--- src/hw/progress_pkg.sv ---
/*
 * Progress controller shared definitions
 * Bus widths, region and byte-select codes, acknowledge FSM state
 */
`default_nettype none

package progress_pkg;

   typedef logic [31:0] addr_t;      // Bus address, from ALU B operand
   typedef logic [3:0]  bytesel_t;   // One bit per byte lane
   typedef logic [3:0]  wsel_t;      // Microcode write width field
   typedef logic [3:0]  region_t;    // Top address nibble

   // Write width codes from microcode
   localparam wsel_t WSEL_HALF = 4'b0001;
   localparam wsel_t WSEL_BYTE = 4'b0010;

   // Control registers live at 0x2xxxxxxx
   localparam region_t REGION_CTRLREG = 4'b0010;

   // Lane patterns
   localparam bytesel_t SEL_ALL  = 4'b1111;
   localparam bytesel_t SEL_NONE = 4'b0000;

   // Acknowledge qualification, see Wishbone rule 3.55
   typedef enum logic {
      ACK_NORMAL = 1'b0,   // Normal operation
      ACK_R355   = 1'b1    // Ack seen without strobe, slave holds it high
   } ack_state_t;

endpackage

`default_nettype wire

--- src/hw/access_if.sv ---
/*
 * Access decode bundle
 * Region hits and alignment status from decode to the bus cycle logic
 */
`timescale 1ns/1ps
`default_nettype none

interface access_if;

   logic io_hit;       // Address in I/O region
   logic sram_hit;     // Address in SRAM region
   logic ctrlreg_hit;  // Address in control register space
   logic bad_align;    // Core stopped or misaligned word store

   // Decode side produces, bus cycle side consumes
   modport decode (output io_hit, sram_hit, ctrlreg_hit, bad_align);
   modport cycle  (input  io_hit, sram_hit, ctrlreg_hit, bad_align);

endinterface

`default_nettype wire

--- src/hw/access_decode.sv ---
/*
 * Access decode
 * Address region and alignment decode, registered byte selects and mask
 */
`timescale 1ns/1ps
`default_nettype none

module access_decode (
   input  wire                  clk,
   input  wire                  RST_I,
   input  wire                  core_running,  // Block bus writes while stopped
   input  progress_pkg::addr_t  addr,          // ALU B operand
   input  progress_pkg::wsel_t  wsel,          // Write width from microcode
   input  wire                  sel_latch,     // Capture byte selects
   input  wire                  word_store,    // SW must be word aligned
   output progress_pkg::bytesel_t byte_sel,    // Lanes for SRAM and I/O
   output progress_pkg::bytesel_t byte_mask,   // Active low lanes for register file
   access_if.decode             acc
);
   import progress_pkg::*;

   region_t  region;
   bytesel_t sel_next;

   assign region = addr[31:28];

   // Region decode
   assign acc.io_hit      = ~addr[31] & addr[30];        // 0x4xxxxxxx to 0x7xxxxxxx
   assign acc.sram_hit    = addr[31];                    // Upper half of map
   assign acc.ctrlreg_hit = (region == REGION_CTRLREG);

   // No strobe or write before the core runs, nor for a SW off a word boundary
   assign acc.bad_align = ~core_running | (word_store & (|addr[1:0]));

   // Lane pattern from width and low address bits
   always_comb begin
      sel_next = SEL_ALL;                                // Word and unknown codes
      if (wsel == WSEL_HALF) begin
         case (addr[1:0])
            2'b00:   sel_next = 4'b0011;                 // Low halfword
            2'b10:   sel_next = 4'b1100;                 // High halfword
            default: sel_next = SEL_ALL;
         endcase
      end else if (wsel == WSEL_BYTE) begin
         sel_next = bytesel_t'(4'b0001 << addr[1:0]);    // One-hot lane
      end
   end

   // Byte selects and their complement, held until next latch
   always_ff @(posedge clk) begin
      if (RST_I) begin
         byte_sel  <= SEL_NONE;
         byte_mask <= SEL_ALL;
      end else if (sel_latch) begin
         byte_sel  <= sel_next;
         byte_mask <= ~sel_next;
      end
   end

endmodule

`default_nettype wire

--- src/hw/ack_qualify.sv ---
/*
 * Acknowledge qualifier
 * Tolerates a slave that holds its acknowledge high (Wishbone rule 3.55)
 */
`timescale 1ns/1ps
`default_nettype none

module ack_qualify (
   input  wire  clk,
   input  wire  RST_I,
   input  wire  bus_ack,     // Raw I/O acknowledge
   input  wire  sysreg_ack,  // System register acknowledge, always trusted
   input  wire  bus_stb,     // Our I/O strobe
   output logic qack         // Qualified acknowledge, same cycle
);
   import progress_pkg::*;

   ack_state_t state;
   ack_state_t state_next;

   always_comb begin
      state_next = state;
      qack       = sysreg_ack;
      case (state)
         ACK_NORMAL: begin
            qack = sysreg_ack | (bus_ack & bus_stb);
            if (bus_ack & ~bus_stb)
               state_next = ACK_R355;   // Ack without strobe, assume held ack
         end
         ACK_R355: begin
            // Ack is meaningless here, the strobe acknowledges itself
            qack = sysreg_ack | bus_stb;
            if (~bus_ack)
               state_next = ACK_NORMAL; // Slave released it
         end
         default: state_next = ACK_NORMAL;
      endcase
   end

   always_ff @(posedge clk) begin
      if (RST_I)
         state <= ACK_NORMAL;
      else
         state <= state_next;
   end

endmodule

`default_nettype wire

--- src/hw/bus_cycle.sv ---
/*
 * Bus cycle control
 * I/O and SRAM strobes held until acknowledge, write enable registers
 */
`timescale 1ns/1ps
`default_nettype none

module bus_cycle (
   input  wire      clk,
   input  wire      RST_I,
   input  wire      bus_ack,      // I/O slave acknowledge
   input  wire      sysreg_ack,   // System register acknowledge
   input  wire      sram_ack,     // SRAM acknowledge
   input  wire      bus_error,    // Abort current access
   input  wire      stb_req,      // Microcode asks for a strobe
   input  wire      we_req,       // Microcode asks for a write enable
   input  wire      we_hold,      // Low drops the write enables
   access_if.cycle  acc,
   output logic     bus_stb,      // I/O strobe
   output logic     sram_stb,     // SRAM strobe
   output logic     bus_we,       // Write to I/O or SRAM
   output logic     ctrlreg_we,   // Write to control registers
   output logic     qack,         // Qualified I/O acknowledge
   output logic     bus_busy      // Some strobe is active
);
   logic bus_stb_next;
   logic sram_stb_next;
   logic bus_we_next;
   logic ctrlreg_we_next;

   ack_qualify u_ack_qualify (
      .clk        (clk),
      .RST_I      (RST_I),
      .bus_ack    (bus_ack),
      .sysreg_ack (sysreg_ack),
      .bus_stb    (bus_stb),
      .qack       (qack)
   );

   // Set on a good request, then hold until acknowledged
   assign bus_stb_next  = (stb_req & acc.io_hit & ~acc.bad_align)
                        | (bus_stb & ~qack);
   assign sram_stb_next = (stb_req & acc.sram_hit & ~acc.bad_align)
                        | (sram_stb & ~sram_ack);

   always_ff @(posedge clk) begin
      if (RST_I | bus_error) begin   // Error ends the access at once
         bus_stb  <= 1'b0;
         sram_stb <= 1'b0;
      end else begin
         bus_stb  <= bus_stb_next;
         sram_stb <= sram_stb_next;
      end
   end

   assign bus_busy = bus_stb | sram_stb;   // Stalls microcode

   // Write targets, misaligned SW gets no write at all
   assign bus_we_next     = (acc.io_hit | acc.sram_hit) & ~acc.bad_align;
   assign ctrlreg_we_next = acc.ctrlreg_hit & ~acc.bad_align;

   always_ff @(posedge clk) begin
      if (~we_hold | RST_I | bus_error) begin
         bus_we     <= 1'b0;
         ctrlreg_we <= 1'b0;
      end else if (we_req) begin
         bus_we     <= bus_we_next;
         ctrlreg_we <= ctrlreg_we_next;
      end
   end

endmodule

`default_nettype wire

--- src/hw/ucode_progress.sv ---
/*
 * Microcode progress
 * Stall, Q enable and register-file write enable from bus activity
 */
`timescale 1ns/1ps
`default_nettype none

module ucode_progress (
   input  wire  core_running,
   input  wire  bus_busy,       // Strobe outstanding
   input  wire  bus_we,         // External write under way
   input  wire  bus_error,      // Forces progress
   input  wire  q_load,         // Q enable term from microcode
   input  wire  q_read,         // Read input into Q
   input  wire  shift_repeat,   // Repeat shift until count done
   input  wire  last_shift,
   input  wire  r_last_shift,   // Registered last shift
   input  wire  sel_latch,      // Byte select cycle, no register write
   output logic progress,       // Advance microcode
   output logic q_en,           // Sample ALU into Q
   output logic rf_we           // Internal register file write
);

   // Hold microcode while shifting or waiting on the bus
   assign progress = ((~shift_repeat | last_shift | r_last_shift) & ~bus_busy)
                   | bus_error;

   // Q freezes on the last shift and while the bus is busy
   assign q_en = (q_load | q_read) & ~last_shift & ~bus_busy;

   // Mostly on, but not while selecting lanes, writing out, or holding a zero shift
   assign rf_we = core_running & ~(sel_latch | bus_we | r_last_shift);

endmodule

`default_nettype wire

--- src/hw/progress_ctrl.sv ---
/*
 * Bus-access progress controller
 * Decode, bus cycle and microcode progress for a small RISC-V core
 */
`timescale 1ns/1ps
`default_nettype none

module progress_ctrl (
   input  wire                    clk,
   input  wire                    RST_I,
   input  wire                    core_running,
   input  wire                    bus_ack,
   input  wire                    sysreg_ack,
   input  wire                    sram_ack,
   input  wire                    bus_error,
   input  progress_pkg::addr_t    addr,
   input  progress_pkg::wsel_t    wsel,
   input  wire                    sel_latch,
   input  wire                    word_store,
   input  wire                    stb_req,
   input  wire                    we_req,
   input  wire                    we_hold,
   input  wire                    q_load,
   input  wire                    q_read,
   input  wire                    shift_repeat,
   input  wire                    last_shift,
   input  wire                    r_last_shift,
   output progress_pkg::bytesel_t byte_sel,
   output progress_pkg::bytesel_t byte_mask,
   output logic                   bus_stb,
   output logic                   sram_stb,
   output logic                   bus_we,
   output logic                   ctrlreg_we,
   output logic                   qack,
   output logic                   progress,
   output logic                   q_en,
   output logic                   rf_we
);
   logic bus_busy;   // Either strobe high

   access_if acc ();  // Decode results

   access_decode u_decode (
      .clk(clk), .RST_I(RST_I), .core_running(core_running),
      .addr(addr), .wsel(wsel), .sel_latch(sel_latch), .word_store(word_store),
      .byte_sel(byte_sel), .byte_mask(byte_mask), .acc(acc.decode)
   );

   bus_cycle u_cycle (
      .clk(clk), .RST_I(RST_I), .bus_ack(bus_ack), .sysreg_ack(sysreg_ack),
      .sram_ack(sram_ack), .bus_error(bus_error), .stb_req(stb_req),
      .we_req(we_req), .we_hold(we_hold), .acc(acc.cycle),
      .bus_stb(bus_stb), .sram_stb(sram_stb), .bus_we(bus_we),
      .ctrlreg_we(ctrlreg_we), .qack(qack), .bus_busy(bus_busy)
   );

   ucode_progress u_progress (
      .core_running(core_running), .bus_busy(bus_busy), .bus_we(bus_we),
      .bus_error(bus_error), .q_load(q_load), .q_read(q_read),
      .shift_repeat(shift_repeat), .last_shift(last_shift),
      .r_last_shift(r_last_shift), .sel_latch(sel_latch),
      .progress(progress), .q_en(q_en), .rf_we(rf_we)
   );

endmodule

`default_nettype wire

--- config.mk ---
export PLATFORM = sky130hd
export DESIGN_NAME = progress_ctrl
export DESIGN_NICKNAME = d
export VERILOG_FILES = /design/src/hw/progress_pkg.sv /design/src/hw/access_if.sv /design/src/hw/access_decode.sv /design/src/hw/ack_qualify.sv /design/src/hw/bus_cycle.sv /design/src/hw/ucode_progress.sv /design/src/hw/progress_ctrl.sv
export SDC_FILE = /design/constraint.sdc
export NUM_CORES = 1
export LEC_CHECK = 0
export BUFFER_PORTS_ARGS = -buffer_cell sky130_fd_sc_hd__buf_4
export CELL_PAD_IN_SITES_DETAIL_PLACEMENT = 0
export CELL_PAD_IN_SITES_GLOBAL_PLACEMENT = 1
export CORE_UTILIZATION = 23
export DETAILED_ROUTE_END_ITERATION = 10
export HOLD_SLACK_MARGIN = 0.03
export PLACE_DENSITY_LB_ADDON = 0.1
export RECOVER_POWER = 25
export SYNTH_ARGS = -nofsm -noshare
export SYNTH_HDL_FRONTEND = slang
export SYNTH_HIERARCHICAL = 1
export SYNTH_SLANG_ARGS = --single-unit
--- constraint.sdc ---
create_clock -name clk -period 2.4 [get_ports clk]
set_clock_uncertainty 0.05 [all_clocks]
set_input_delay 0 -clock clk [delete_from_list [all_inputs] [get_ports clk]]
set_output_delay 0 -clock clk [all_outputs]
set_load 0.01 [all_outputs]
### After elaboration in Yosys (flattened, before gate mapping)

Cells that the tools add are included.

| storage, ports and cells | value |
|---|---|
| bits in registers | 13 |
| logic and storage cells | 66 |

| cells by class | value |
|---|---|
| equal/unequal tests | 4 |
| shift operators | 1 |
| multiplexer cells | 7 |
| bitwise gates (word level) | 45 |
| reductions and logical operators | 2 |

Operators by type and width:

| kind | number |
|---|---|
| 1-bit AND | 16 |
| 1-bit OR | 16 |
| 1-bit NOT | 12 |
| 4-bit by 2-bit equality test with 1-bit output, second input constant | 2 |
| 4-bit two-way mux | 2 |
| 4-bit case mux with 2 select lines | 1 |
| 4-bit by 1-bit equality test with 1-bit output, second input constant | 1 |
| 4-bit NOT | 1 |
| 1-bit case mux with 2 select lines | 2 |
| 1-bit by 2-bit << shifter with 4-bit output, first input constant | 1 |
| 2-bit equality test, second input constant | 1 |
| 2-bit logical NOT | 1 |
| 1-bit two-way mux | 2 |
| 2-bit OR reduction | 1 |

### Logic depth before layout (Yosys ltp)

Gate-level depths: netlist of run 1.

| depth | value |
|---|---|
| word-level depth | 6 |
| depth in mapped cells | 6 |
| mapped depth without buffers | 6 |

### By module

The synthesis of run 1 kept the hierarchy.

By module, submodules not included:

| module | times used | cells an instance | area each (sq um) | seq. area each (sq um) |
|---|---|---|---|---|
| access_decode | 1 | 40 | 374.1 | 160.2 |
| bus_cycle | 1 | 21 | 178.9 | 80.1 |
| ack_qualify | 1 | 5 | 50.0 | 20.0 |
| ucode_progress | 1 | 5 | 38.8 | 0.0 |

### Least setup slack after synthesis of run 1

OpenSTA, ideal clock, no wires.

| timing path | value |
|---|---|
| path type | register to output |
| start point | reg u_cycle.sram_stb |
| end point | out q_en |
| arrival time | 0.945 ns |
| data required time | 2.350 ns |
| slack | 1.405 ns |
| cell stages (with the launch flop) | 3 |
| path buffers | 0 |
| cells stage by stage | dfxtp_1 -> or2_2 -> nor3_1 |

| between the ends | value |
|---|---|
| longest elaborated chain between the ends | 3 |

Ends and longest elaborated chain:

| item | line | text |
|---|---|---|
| from (decl) | bus_cycle.sv:20 | `output logic sram_stb,` |
| from (signal assigned) | bus_cycle.sv:52 | `sram_stb <= sram_stb_next;` |
| 1-bit OR | bus_cycle.sv:56 | `assign bus_busy = bus_stb \| sram_stb;` |
| named net bus_busy | progress_ctrl.sv:39 | `logic bus_busy;` |
| 1-bit NOT | ucode_progress.sv:29 | `assign q_en = (q_load \| q_read) & ~last_shift & ~bus_busy;` |
| 1-bit AND | ucode_progress.sv:29 |  |
| to (decl) | progress_ctrl.sv:36 | `output logic q_en,` |

The timed path passes the listed nets, and every way through them passes these cells.

### Worst setup path in the final report of run 1

| timing path | value |
|---|---|
| start point | in bus_ack |
| end point | reg u_cycle.bus_stb |

| between the ends | value |
|---|---|
| longest elaborated chain between the ends | 6 |

Ends and longest elaborated chain:

| item | line | text |
|---|---|---|
| from (decl) | progress_ctrl.sv:12 | `input wire bus_ack,` |
| 1-bit AND | ack_qualify.sv:26 | `qack = sysreg_ack \| (bus_ack & bus_stb);` |
| 1-bit OR | ack_qualify.sv:26 |  |
| 1-bit case mux with 2 select lines | ack_qualify.sv:24 | `case (state)` |
| 1-bit NOT | bus_cycle.sv:42 | `\| (bus_stb & ~qack);` |
| 1-bit AND | bus_cycle.sv:42 |  |
| 1-bit OR | bus_cycle.sv:42 |  |
| to (signal assigned) | bus_cycle.sv:51 | `bus_stb <= bus_stb_next;` |
| to (decl) | bus_cycle.sv:19 | `output logic bus_stb,` |

No other way between the ends.
A chain may end at the register's enable or synchronous reset.

==> run metrics, run 1 <==
status=finished, final reports clean; RSZ-0062 raised after global routing=false; vias in the first global route=617; root buffer cell=clkbuf_4; top cells by area, synth=dfxtp_1, nor2b_1, a21oi_1; syn_area_per_cell=9.04 um2; period utilization=0.654; Fmax=637 MHz; Max stage delay cell, worst path=dlygate4sd3_1; CP endpoint kind=flip-flop; Ports=69; CTS tree=yes; FF+latch area=260 um2; total track usage=0.125; hpwl dp=1360 um; Worst EP arrival=1740 ps; die height=54.8 um; VDD IR-drop max=0.252 mV; Clock Latency Late Sink=270 ps; clock sinks=13; global placement routability congestion=0.710; sequential-to-total area share from yosys stat=0.405; CP cell instances=dlygate4sd3_1 > buf_4 > o21ai_0 > nand2b_1 > nor2b_1 > a21oi_1 > nor3_1 > dlygate4sd3_1; Routed Antenna Nets=0; setup tns final=0 ps; WS Path Type=in2reg; multi-input logic area=367 um2; CTS Buf Count=3; drt total wl=1780 um; via count=706; crit path max fanout=2; yosys warns=6; synthesized flop and latch total=13; Worst Path Required=2570 ps; post-synth top area share=0.405; Setup violations, final=0; # Post-CTS Setup Buffers=0; Pleak=0.489 nW; Initial DRC Count=2; post-route cell area=0.00111 mm2; Slew HR=0.669; Cells after Synth=71; Final nets=182; Max Cap Viol=0; std cell rows=18; Post-Syn Area=642 um2; most frequent CP cell=dlygate4sd3_1; clk slew on worst S/H paths=80 ps; dpl cell area=987 um2; # fillers=279; full die area=0.00301 mm2; Final min period=1570 ps; routed len/inst=11.3 um; startpoint types=input port; Tot Pwr=0.484 mW; Hold Crit Class=in2reg; H-tree depth=1; count of different cell masters after synthesis=26; port bufs=42; DRC=0; ratio of cells with drive above 1 in the final layout=0.383; Initial Util=0.250; DRT Pass-1 Iters=4; grt total ovfl=0; Mapped Nets=124; CTS Buffer Depth=2; slowest stage delay, CP=560 ps; worst setup margin=831 ps; Synth area leader=dfxtp_1; first-pass GRT wire length=2620 um; final slew viol count=0; ant diodes=0; Power Density=437 mW/mm2; drt via density=4.47; pre-CTS WS=1300 ps; Area Overhead vs Synth=72.5%; Core ar.=0.00257 mm2; largest net degree at the start of global routing=12; worst slew pin tran=493 ps; final hold violation count=0; antenna violations before repair=0; die width=54.8 um
-- path summary, 6_finish.rpt --
kind | from | endpoint | slack, ps | cells after the start
worst min-delay path | addr[0] | u_decode/byte_sel[3] | 110 | 4
worst min register to register | u_decode/byte_mask[0] | u_decode/byte_mask[0] | 430 | 2
worst max-delay path | bus_ack | u_cycle/bus_stb | 830 | 8
worst max register to register | u_cycle/bus_stb | u_cycle/bus_stb | 890 | 6
-- critical path: cells and delay by family --
family | cells | cell delay (ps)
buf+inv | 3 | 1230
simple gates | 3 | 310
compound gates | 2 | 200
-- sequential cells by signal, summed over array words and instances, names as in the netlist --
register	flops
u_cycle/bus_stb	1
u_decode/byte_mask	4
u_cycle/bus_we	1
u_cycle/u_ack_qualify/state	1
u_decode/byte_sel	4
u_cycle/sram_stb	1
u_cycle/ctrlreg_we	1
-- layer usage --
layer / vias up / share of wire / track usage
met3: 2 / 0.057 / 0.0528
met2: 18 / 0.44 / 0.191
li1: 372 / - / -
met1: 314 / 0.49 / 0.158
met4: 0 / 0.0084 / 0.0385
met5: - / 0 / 0
-- synthesized netlist by cell type --
cell / instances
nor3_1: 4
dfxtp_1: 13
buf_4: 1
a21oi_2: 1
inv_1: 1
a221o_2: 2
a21oi_1: 7
o21bai_1: 1
nor2b_1: 6
inv_2: 1
or3_4: 1
nor4b_2: 1
a21o_1: 2
o21ai_1: 1
a211oi_1: 2
or2_2: 2
nor2_1: 5
o221a_1: 2
nor4bb_1: 1
nor2b_2: 2
nor3b_2: 1
nor3b_1: 1
nand2_1: 4
nand2b_1: 4
nor4b_1: 2
o21ai_0: 3
-- timing repair --
action | 4_1_cts | 5_1_grt
resized for setup | 0 | 0
hold endpoints to repair | 13 | 0
hold buffers | 12 | 0
-- layout make-up --
cell class	count	share of cell area
Clock buffer	4	0.0237
Tap cell	30	0.0339
Timing Repair Buffer	54	0.369
Multi-Input combinational cell	55	0.331
Inverter	2	0.00678
Sequential cell	13	0.235
-- placed cells by master, fill, tap and decap left out, drive strengths merged --
master and instances:
buf 35, dfxtp 13, dlygate4sd3 12, clkbuf 11
a21oi 8, nor2b 8, nor2 5, nor3 4
nand2b 4, nand2 4, o21ai 4, nor4b 3
or2 2, a21o 2, a211oi 2, a221o 2
o221a 2, nor3b 2, inv 2, or3 1
nor4bb 1, o21bai 1
-- per-stage QoR --
stage | util | hold WS, ps | std cells
2_1_floorplan | - | -14.4 | 71
3_3_place_gp | 0.385 | 153 | 142
3_5_place_dp | 0.385 | 154 | 142
4_1_cts | 0.442 | 90.0 | 158
5_1_grt | 0.431 | 105 | 158
6_report | 0.431 | 107 | 158
-- cells by family (layout without fill, tap and decap cells) --
kind of cell	count (synthesis)	count (layout)	share of synthesized area
AO/OA/AOI/OAI	21	21	0.228
buffers and inverters	3	60	0.0234
flip-flops	13	13	0.405
AND/OR/NAND/NOR	34	34	0.343
-- where the power goes --
part | leakage, nW | switching [mW] | internal, mW
Clock | 0.0150 | 0.0706 | 0.0643
Sequential | 0.108 | 0.00605 | 0.227
Combinational | 0.366 | 0.0470 | 0.0689
Power figures use the tool's default switching activity.
==> run 2, diff against run 1 <==
- CORE_UTILIZATION: 23 -> 19
- clock period: 2.4 -> 1.4 ns (I/O delays scaled with it)
==> run metrics, run 2 (synthesized netlist as in run 1, its figures left out) <==
H-tree depth=1; WHS=15.9 ps; ratio of cells with drive above 1 in the final layout=0.395; Worst EP arrival=1520 ps; setup tns final=0 ps; Slew HR=0.701; first-pass GRT wire length=2760 um; most frequent cells in the layout=buf_4, dlygate4sd3_1, dfxtp_1, a21oi_1; antenna violations before repair=0; Pleak=0.499 nW; Clock Latency Late Sink=270 ps; Core ar.=0.00313 mm2; std cell rows=20; pre-CTS WS=324 ps; hpwl dp=1490 um; # placed instances=156; port bufs=42; CP cell instances=dlygate4sd3_1 > buf_6 > nor2_1 > nand2_1 > a21oi_2 > dlygate4sd3_1; Ports=69; CP delay by family, top=buffers and inverters; CTS Buf Count=3; vias in the first global route=653; RSZ-0062 raised after global routing=false; crit path max fanout=11; period utilization=0.968; Finished Layout Cells=173; final hold violation count=0; DRT Pass-1 Iters=4; Final nets=183; Max stage delay cell, worst path=dlygate4sd3_1; Initial Util=0.205; CTS Buffer Depth=2; Routed Antenna Nets=0; full die area=0.00361 mm2; worst slew pin tran=446 ps; drt total wl=1850 um; clock sinks=13; drt via density=4.21; Final min period=1360 ps; worst setup margin=44.5 ps; WS Path Type=in2reg; die height=60.1 um; ant diodes=0; Worst Path Required=1570 ps; # fillers=342; via count=729; global placement routability congestion=0.664; slowest stage delay, CP=550 ps; Area Overhead vs Synth=78.6%; Hold Crit Class=in2reg; final slew viol count=0; status=finished, final reports clean; grt total ovfl=0; die width=60.1 um; Max Cap Viol=0; CP bufs+invs=3; startpoint types=input port; DRC=0; Fmax=738 MHz; VDD IR-drop max=0.301 mV; clk slew on worst S/H paths=80 ps; routed len/inst=10.7 um; Setup violations, final=0; CP endpoint kind=flip-flop; Initial DRC Count=12; CTS tree=yes; minimum setup slack among reg-to-reg paths=150 ps; Power Density=731 mW/mm2; Largest regs=u_decode/byte_mask: 4 flops, u_decode/byte_sel: 4 flops; root buffer cell=clkbuf_4; commonest non-fill, non-tap cell in the layout=buf_4; total track usage=0.104; largest net degree at the start of global routing=12; most frequent CP cell=dlygate4sd3_1
## run 2: changes by cell type in the layout (fill, tap and decap cells not counted), sizes merged
cell         change
clkbuf           -2
dlygate4sd3      +1
buf              +2
## run 2: tightest hold or removal path: stages
cell and delay [ps]:
buf_4 120, a21oi_1 110, nor3_1 60
## run 2: layer usage
| layer | global-route usage | up-vias | wire length (um) |
|---|---|---|---|
| met4 | 0.0698 | 0 | 26 |
| li1 | - | 375 | - |
| met1 | 0.119 | 327 | 852 |
| met2 | 0.179 | 25 | 885 |
| met5 | 0 | - | 0 |
| met3 | 0.0108 | 2 | 82 |
## run 2: path summary, 6_finish.rpt
path,startpoint,endpoint,depth (start not counted)
hold / removal,addr[31],u_cycle/sram_stb,3
setup reg to reg,u_cycle/bus_we,u_cycle/bus_we,3
hold reg to reg,u_decode/byte_mask[1],u_decode/byte_mask[1],2
setup / recovery,RST_I,u_cycle/bus_we,6
## run 2: layout make-up
cell class / instances / area, um2 / share of cell area
Multi-Input combinational cell: 55 / 367 / 0.320
Timing Repair Buffer: 55 / 430 / 0.376
Inverter: 2 / 7.51 / 0.00655
Clock buffer: 4 / 26.3 / 0.0229
Sequential cell: 13 / 260 / 0.227
Tap cell: 44 / 55.1 / 0.0480
## run 2: report_power, final
group          internal [mW]  total, mW  switching (mW)
clock                  0.110      0.228           0.118
sequential             0.390      0.401          0.0108
combinational          0.127      0.210          0.0822
## run 2: timing repair
action	4_1_cts	5_1_grt
hold buffers	13	1
gates resized for setup	0	2
endpoints found under the setup margin	0	2
endpoints found under the hold margin	13	1
buffers inserted	0	0
## run 2: per-stage QoR
stage / cell area, um2 / total power [mW] / utilization
after global routing: 1150 / 0.892 / 0.366
after detailed placement: 1000 / 0.601 / 0.321
final: 1150 / 0.838 / 0.366
after global placement: 1000 / 0.600 / 0.321
after floorplan: 642 / 0.482 / -
after CTS: 1160 / 0.865 / 0.371
==> run 3, diff against run 2 <==
- ABC_AREA: unset -> 1
==> run metrics, run 3 <==
status=finished, final reports clean; root buffer cell=clkbuf_8; worst reg2reg startpoint=u_cycle/bus_stb; Post-Syn Area=713 um2; Hold Crit Class=in2reg; drt via density=3.98; Finished Core Util=0.342; yosys warns=6; Synth async-reset ratio=0; Post-synth EDFFs=0; Pleak=0.602 nW; most frequent cells in the layout=nand2_1, buf_4, inv_1, dfxtp_1, nand3_1; Post-synth top cells=nand2_1, inv_1, dfxtp_1, nand3_1, nor2_1; CTS tree=yes; syn_area_per_cell=6.37 um2; first-pass GRT wire length=3440 um; commonest non-fill, non-tap cell in the layout=nand2_1; Ports=69; Setup violations, final=0; top cells by area, synth=dfxtp_1, nand2_1, inv_1; # fillers=396; vias in the first global route=815; count of different cell masters after synthesis=16; Max Cap Viol=0; CP startpoint=u_cycle/bus_stb; synthesized flop and latch total=13; Area Overhead vs Synth=66.3%; die height=63.3 um; drt total wl=1950 um; full die area=0.00400 mm2; critical path endpoint=q_en; Fmax=783 MHz; H-tree depth=1; sequential-to-total area share from yosys stat=0.365; CTS Buf Count=3; die width=63.3 um; WS Path Type=reg2out; Final nets=220; ratio of cells with drive above 1 in the final layout=0.301; CTS Buffer Depth=2; hpwl dp=1630 um; DRC=0; VDD IR-drop max=0.491 mV; Routed Antenna Nets=0; Largest regs=u_decode/byte_mask: 4 flops, u_decode/byte_sel: 4 flops; clock sinks=13; antenna violations before repair=0; multi-input logic area=359 um2; top-count cell post-synth=nand2_1; Clock Latency Late Sink=240 ps; Slew HR=0.849; clk slew on worst S/H paths=50 ps; Worst EP arrival=1230 ps; routed len/inst=9.17 um; Synth area leader=dfxtp_1; port bufs=42; Worst R2R End=u_cycle/bus_stb; via count=844; WHS=64.3 ps; startpoint types=flip-flop; worst hold stages=6; Final min period=1280 ps; grt total ovfl=0; period utilization=0.912; FF+latch area=260 um2; worst slew pin tran=226 ps; DRT Pass-1 Iters=4; ant diodes=0; Power Density=793 mW/mm2; Cells after Synth=112; total track usage=0.109; Mapped Nets=165; Initial DRC Count=22; std cell rows=21; setup tns final=0 ps; post-CTS sizing=0; post-synth top area share=0.365; worst r2r path cells=5; global placement routability congestion=0.705; CTS Hold Bufs=10; largest net degree at the start of global routing=11; Initial Util=0.206; minimum setup slack among reg-to-reg paths=510 ps; ys flop type=dfxtp_1; crit path max fanout=5; # Post-CTS Setup Buffers=0; CP endpoint kind=primary output; final hold violation count=0; RSZ-0062 raised after global routing=false; Core ar.=0.00347 mm2; Worst Path Required=1350 ps; final slew viol count=0
[run 3: cell types whose count changed after synthesis, sizes merged, moves of 3 or more]
cell	change
nand2	+33
inv	+18
nand3	+14
nor2	+9
nor2b	-8
nand2b	-4
nor4b	-3
o21ai	-3
[run 3: per-layer routing]
layer	GRT usage	part of all wire
met1	0.121	0.44
met2	0.195	0.49
met3	0.0399	0.063
met4	0.0256	0.0067
met5	0	0
[run 3: layout make-up]
cell class / count / area share
Clock buffer: 4 / 0.0380
Inverter: 20 / 0.0633
Multi-Input combinational cell: 77 / 0.303
Sequential cell: 13 / 0.219
Tap cell: 46 / 0.0485
Timing Repair Buffer: 52 / 0.328
[run 3: cells by family (layout without fill, tap and decap cells)]
family	Yosys count	count (layout)	share of synthesized area
AOI/OAI and AO/OA	8	8	0.0614
buffers and inverters	22	76	0.132
DFF	13	13	0.365
and+or+nand+nor	69	69	0.442
[run 3: report_power, final]
part / switching, mW / internal (mW) / total, mW
sequential: 0.0108 / 0.391 / 0.401
combinational: 0.0970 / 0.113 / 0.210
clock: 0.129 / 0.201 / 0.329
total: 0.237 / 0.704 / 0.940
[run 3: stage by stage]
step | instance area (um2) | power, mW | std cells | setup slack [ps]
after floorplan | 713 | 0.497 | 112 | 390
after global placement | 1070 | 0.607 | 198 | 372
after detailed placement | 1070 | 0.610 | 198 | 370
after CTS | 1210 | 0.970 | 212 | 101
after global routing | 1190 | 1.00 | 212 | 6.55
final | 1190 | 0.940 | 212 | 123
[run 3: worst min-delay path by stage]
stage | slack, ps | startpoint | to
after global placement | 160 | RST_I | u_decode/byte_sel[1]
final | 60 | sysreg_ack | u_cycle/bus_stb
after global routing | 90 | sysreg_ack | u_cycle/bus_stb
after floorplan | 0.7 | last_shift | q_en
after CTS | 70 | sysreg_ack | u_cycle/bus_stb
after detailed placement | 160 | RST_I | u_decode/byte_sel[1]
[run 3: critical path, stage by stage (launching register included)]
cell and delay, ps:
dfxtp_1 350, or2_2 300, nor3_1 180, buf_4 150
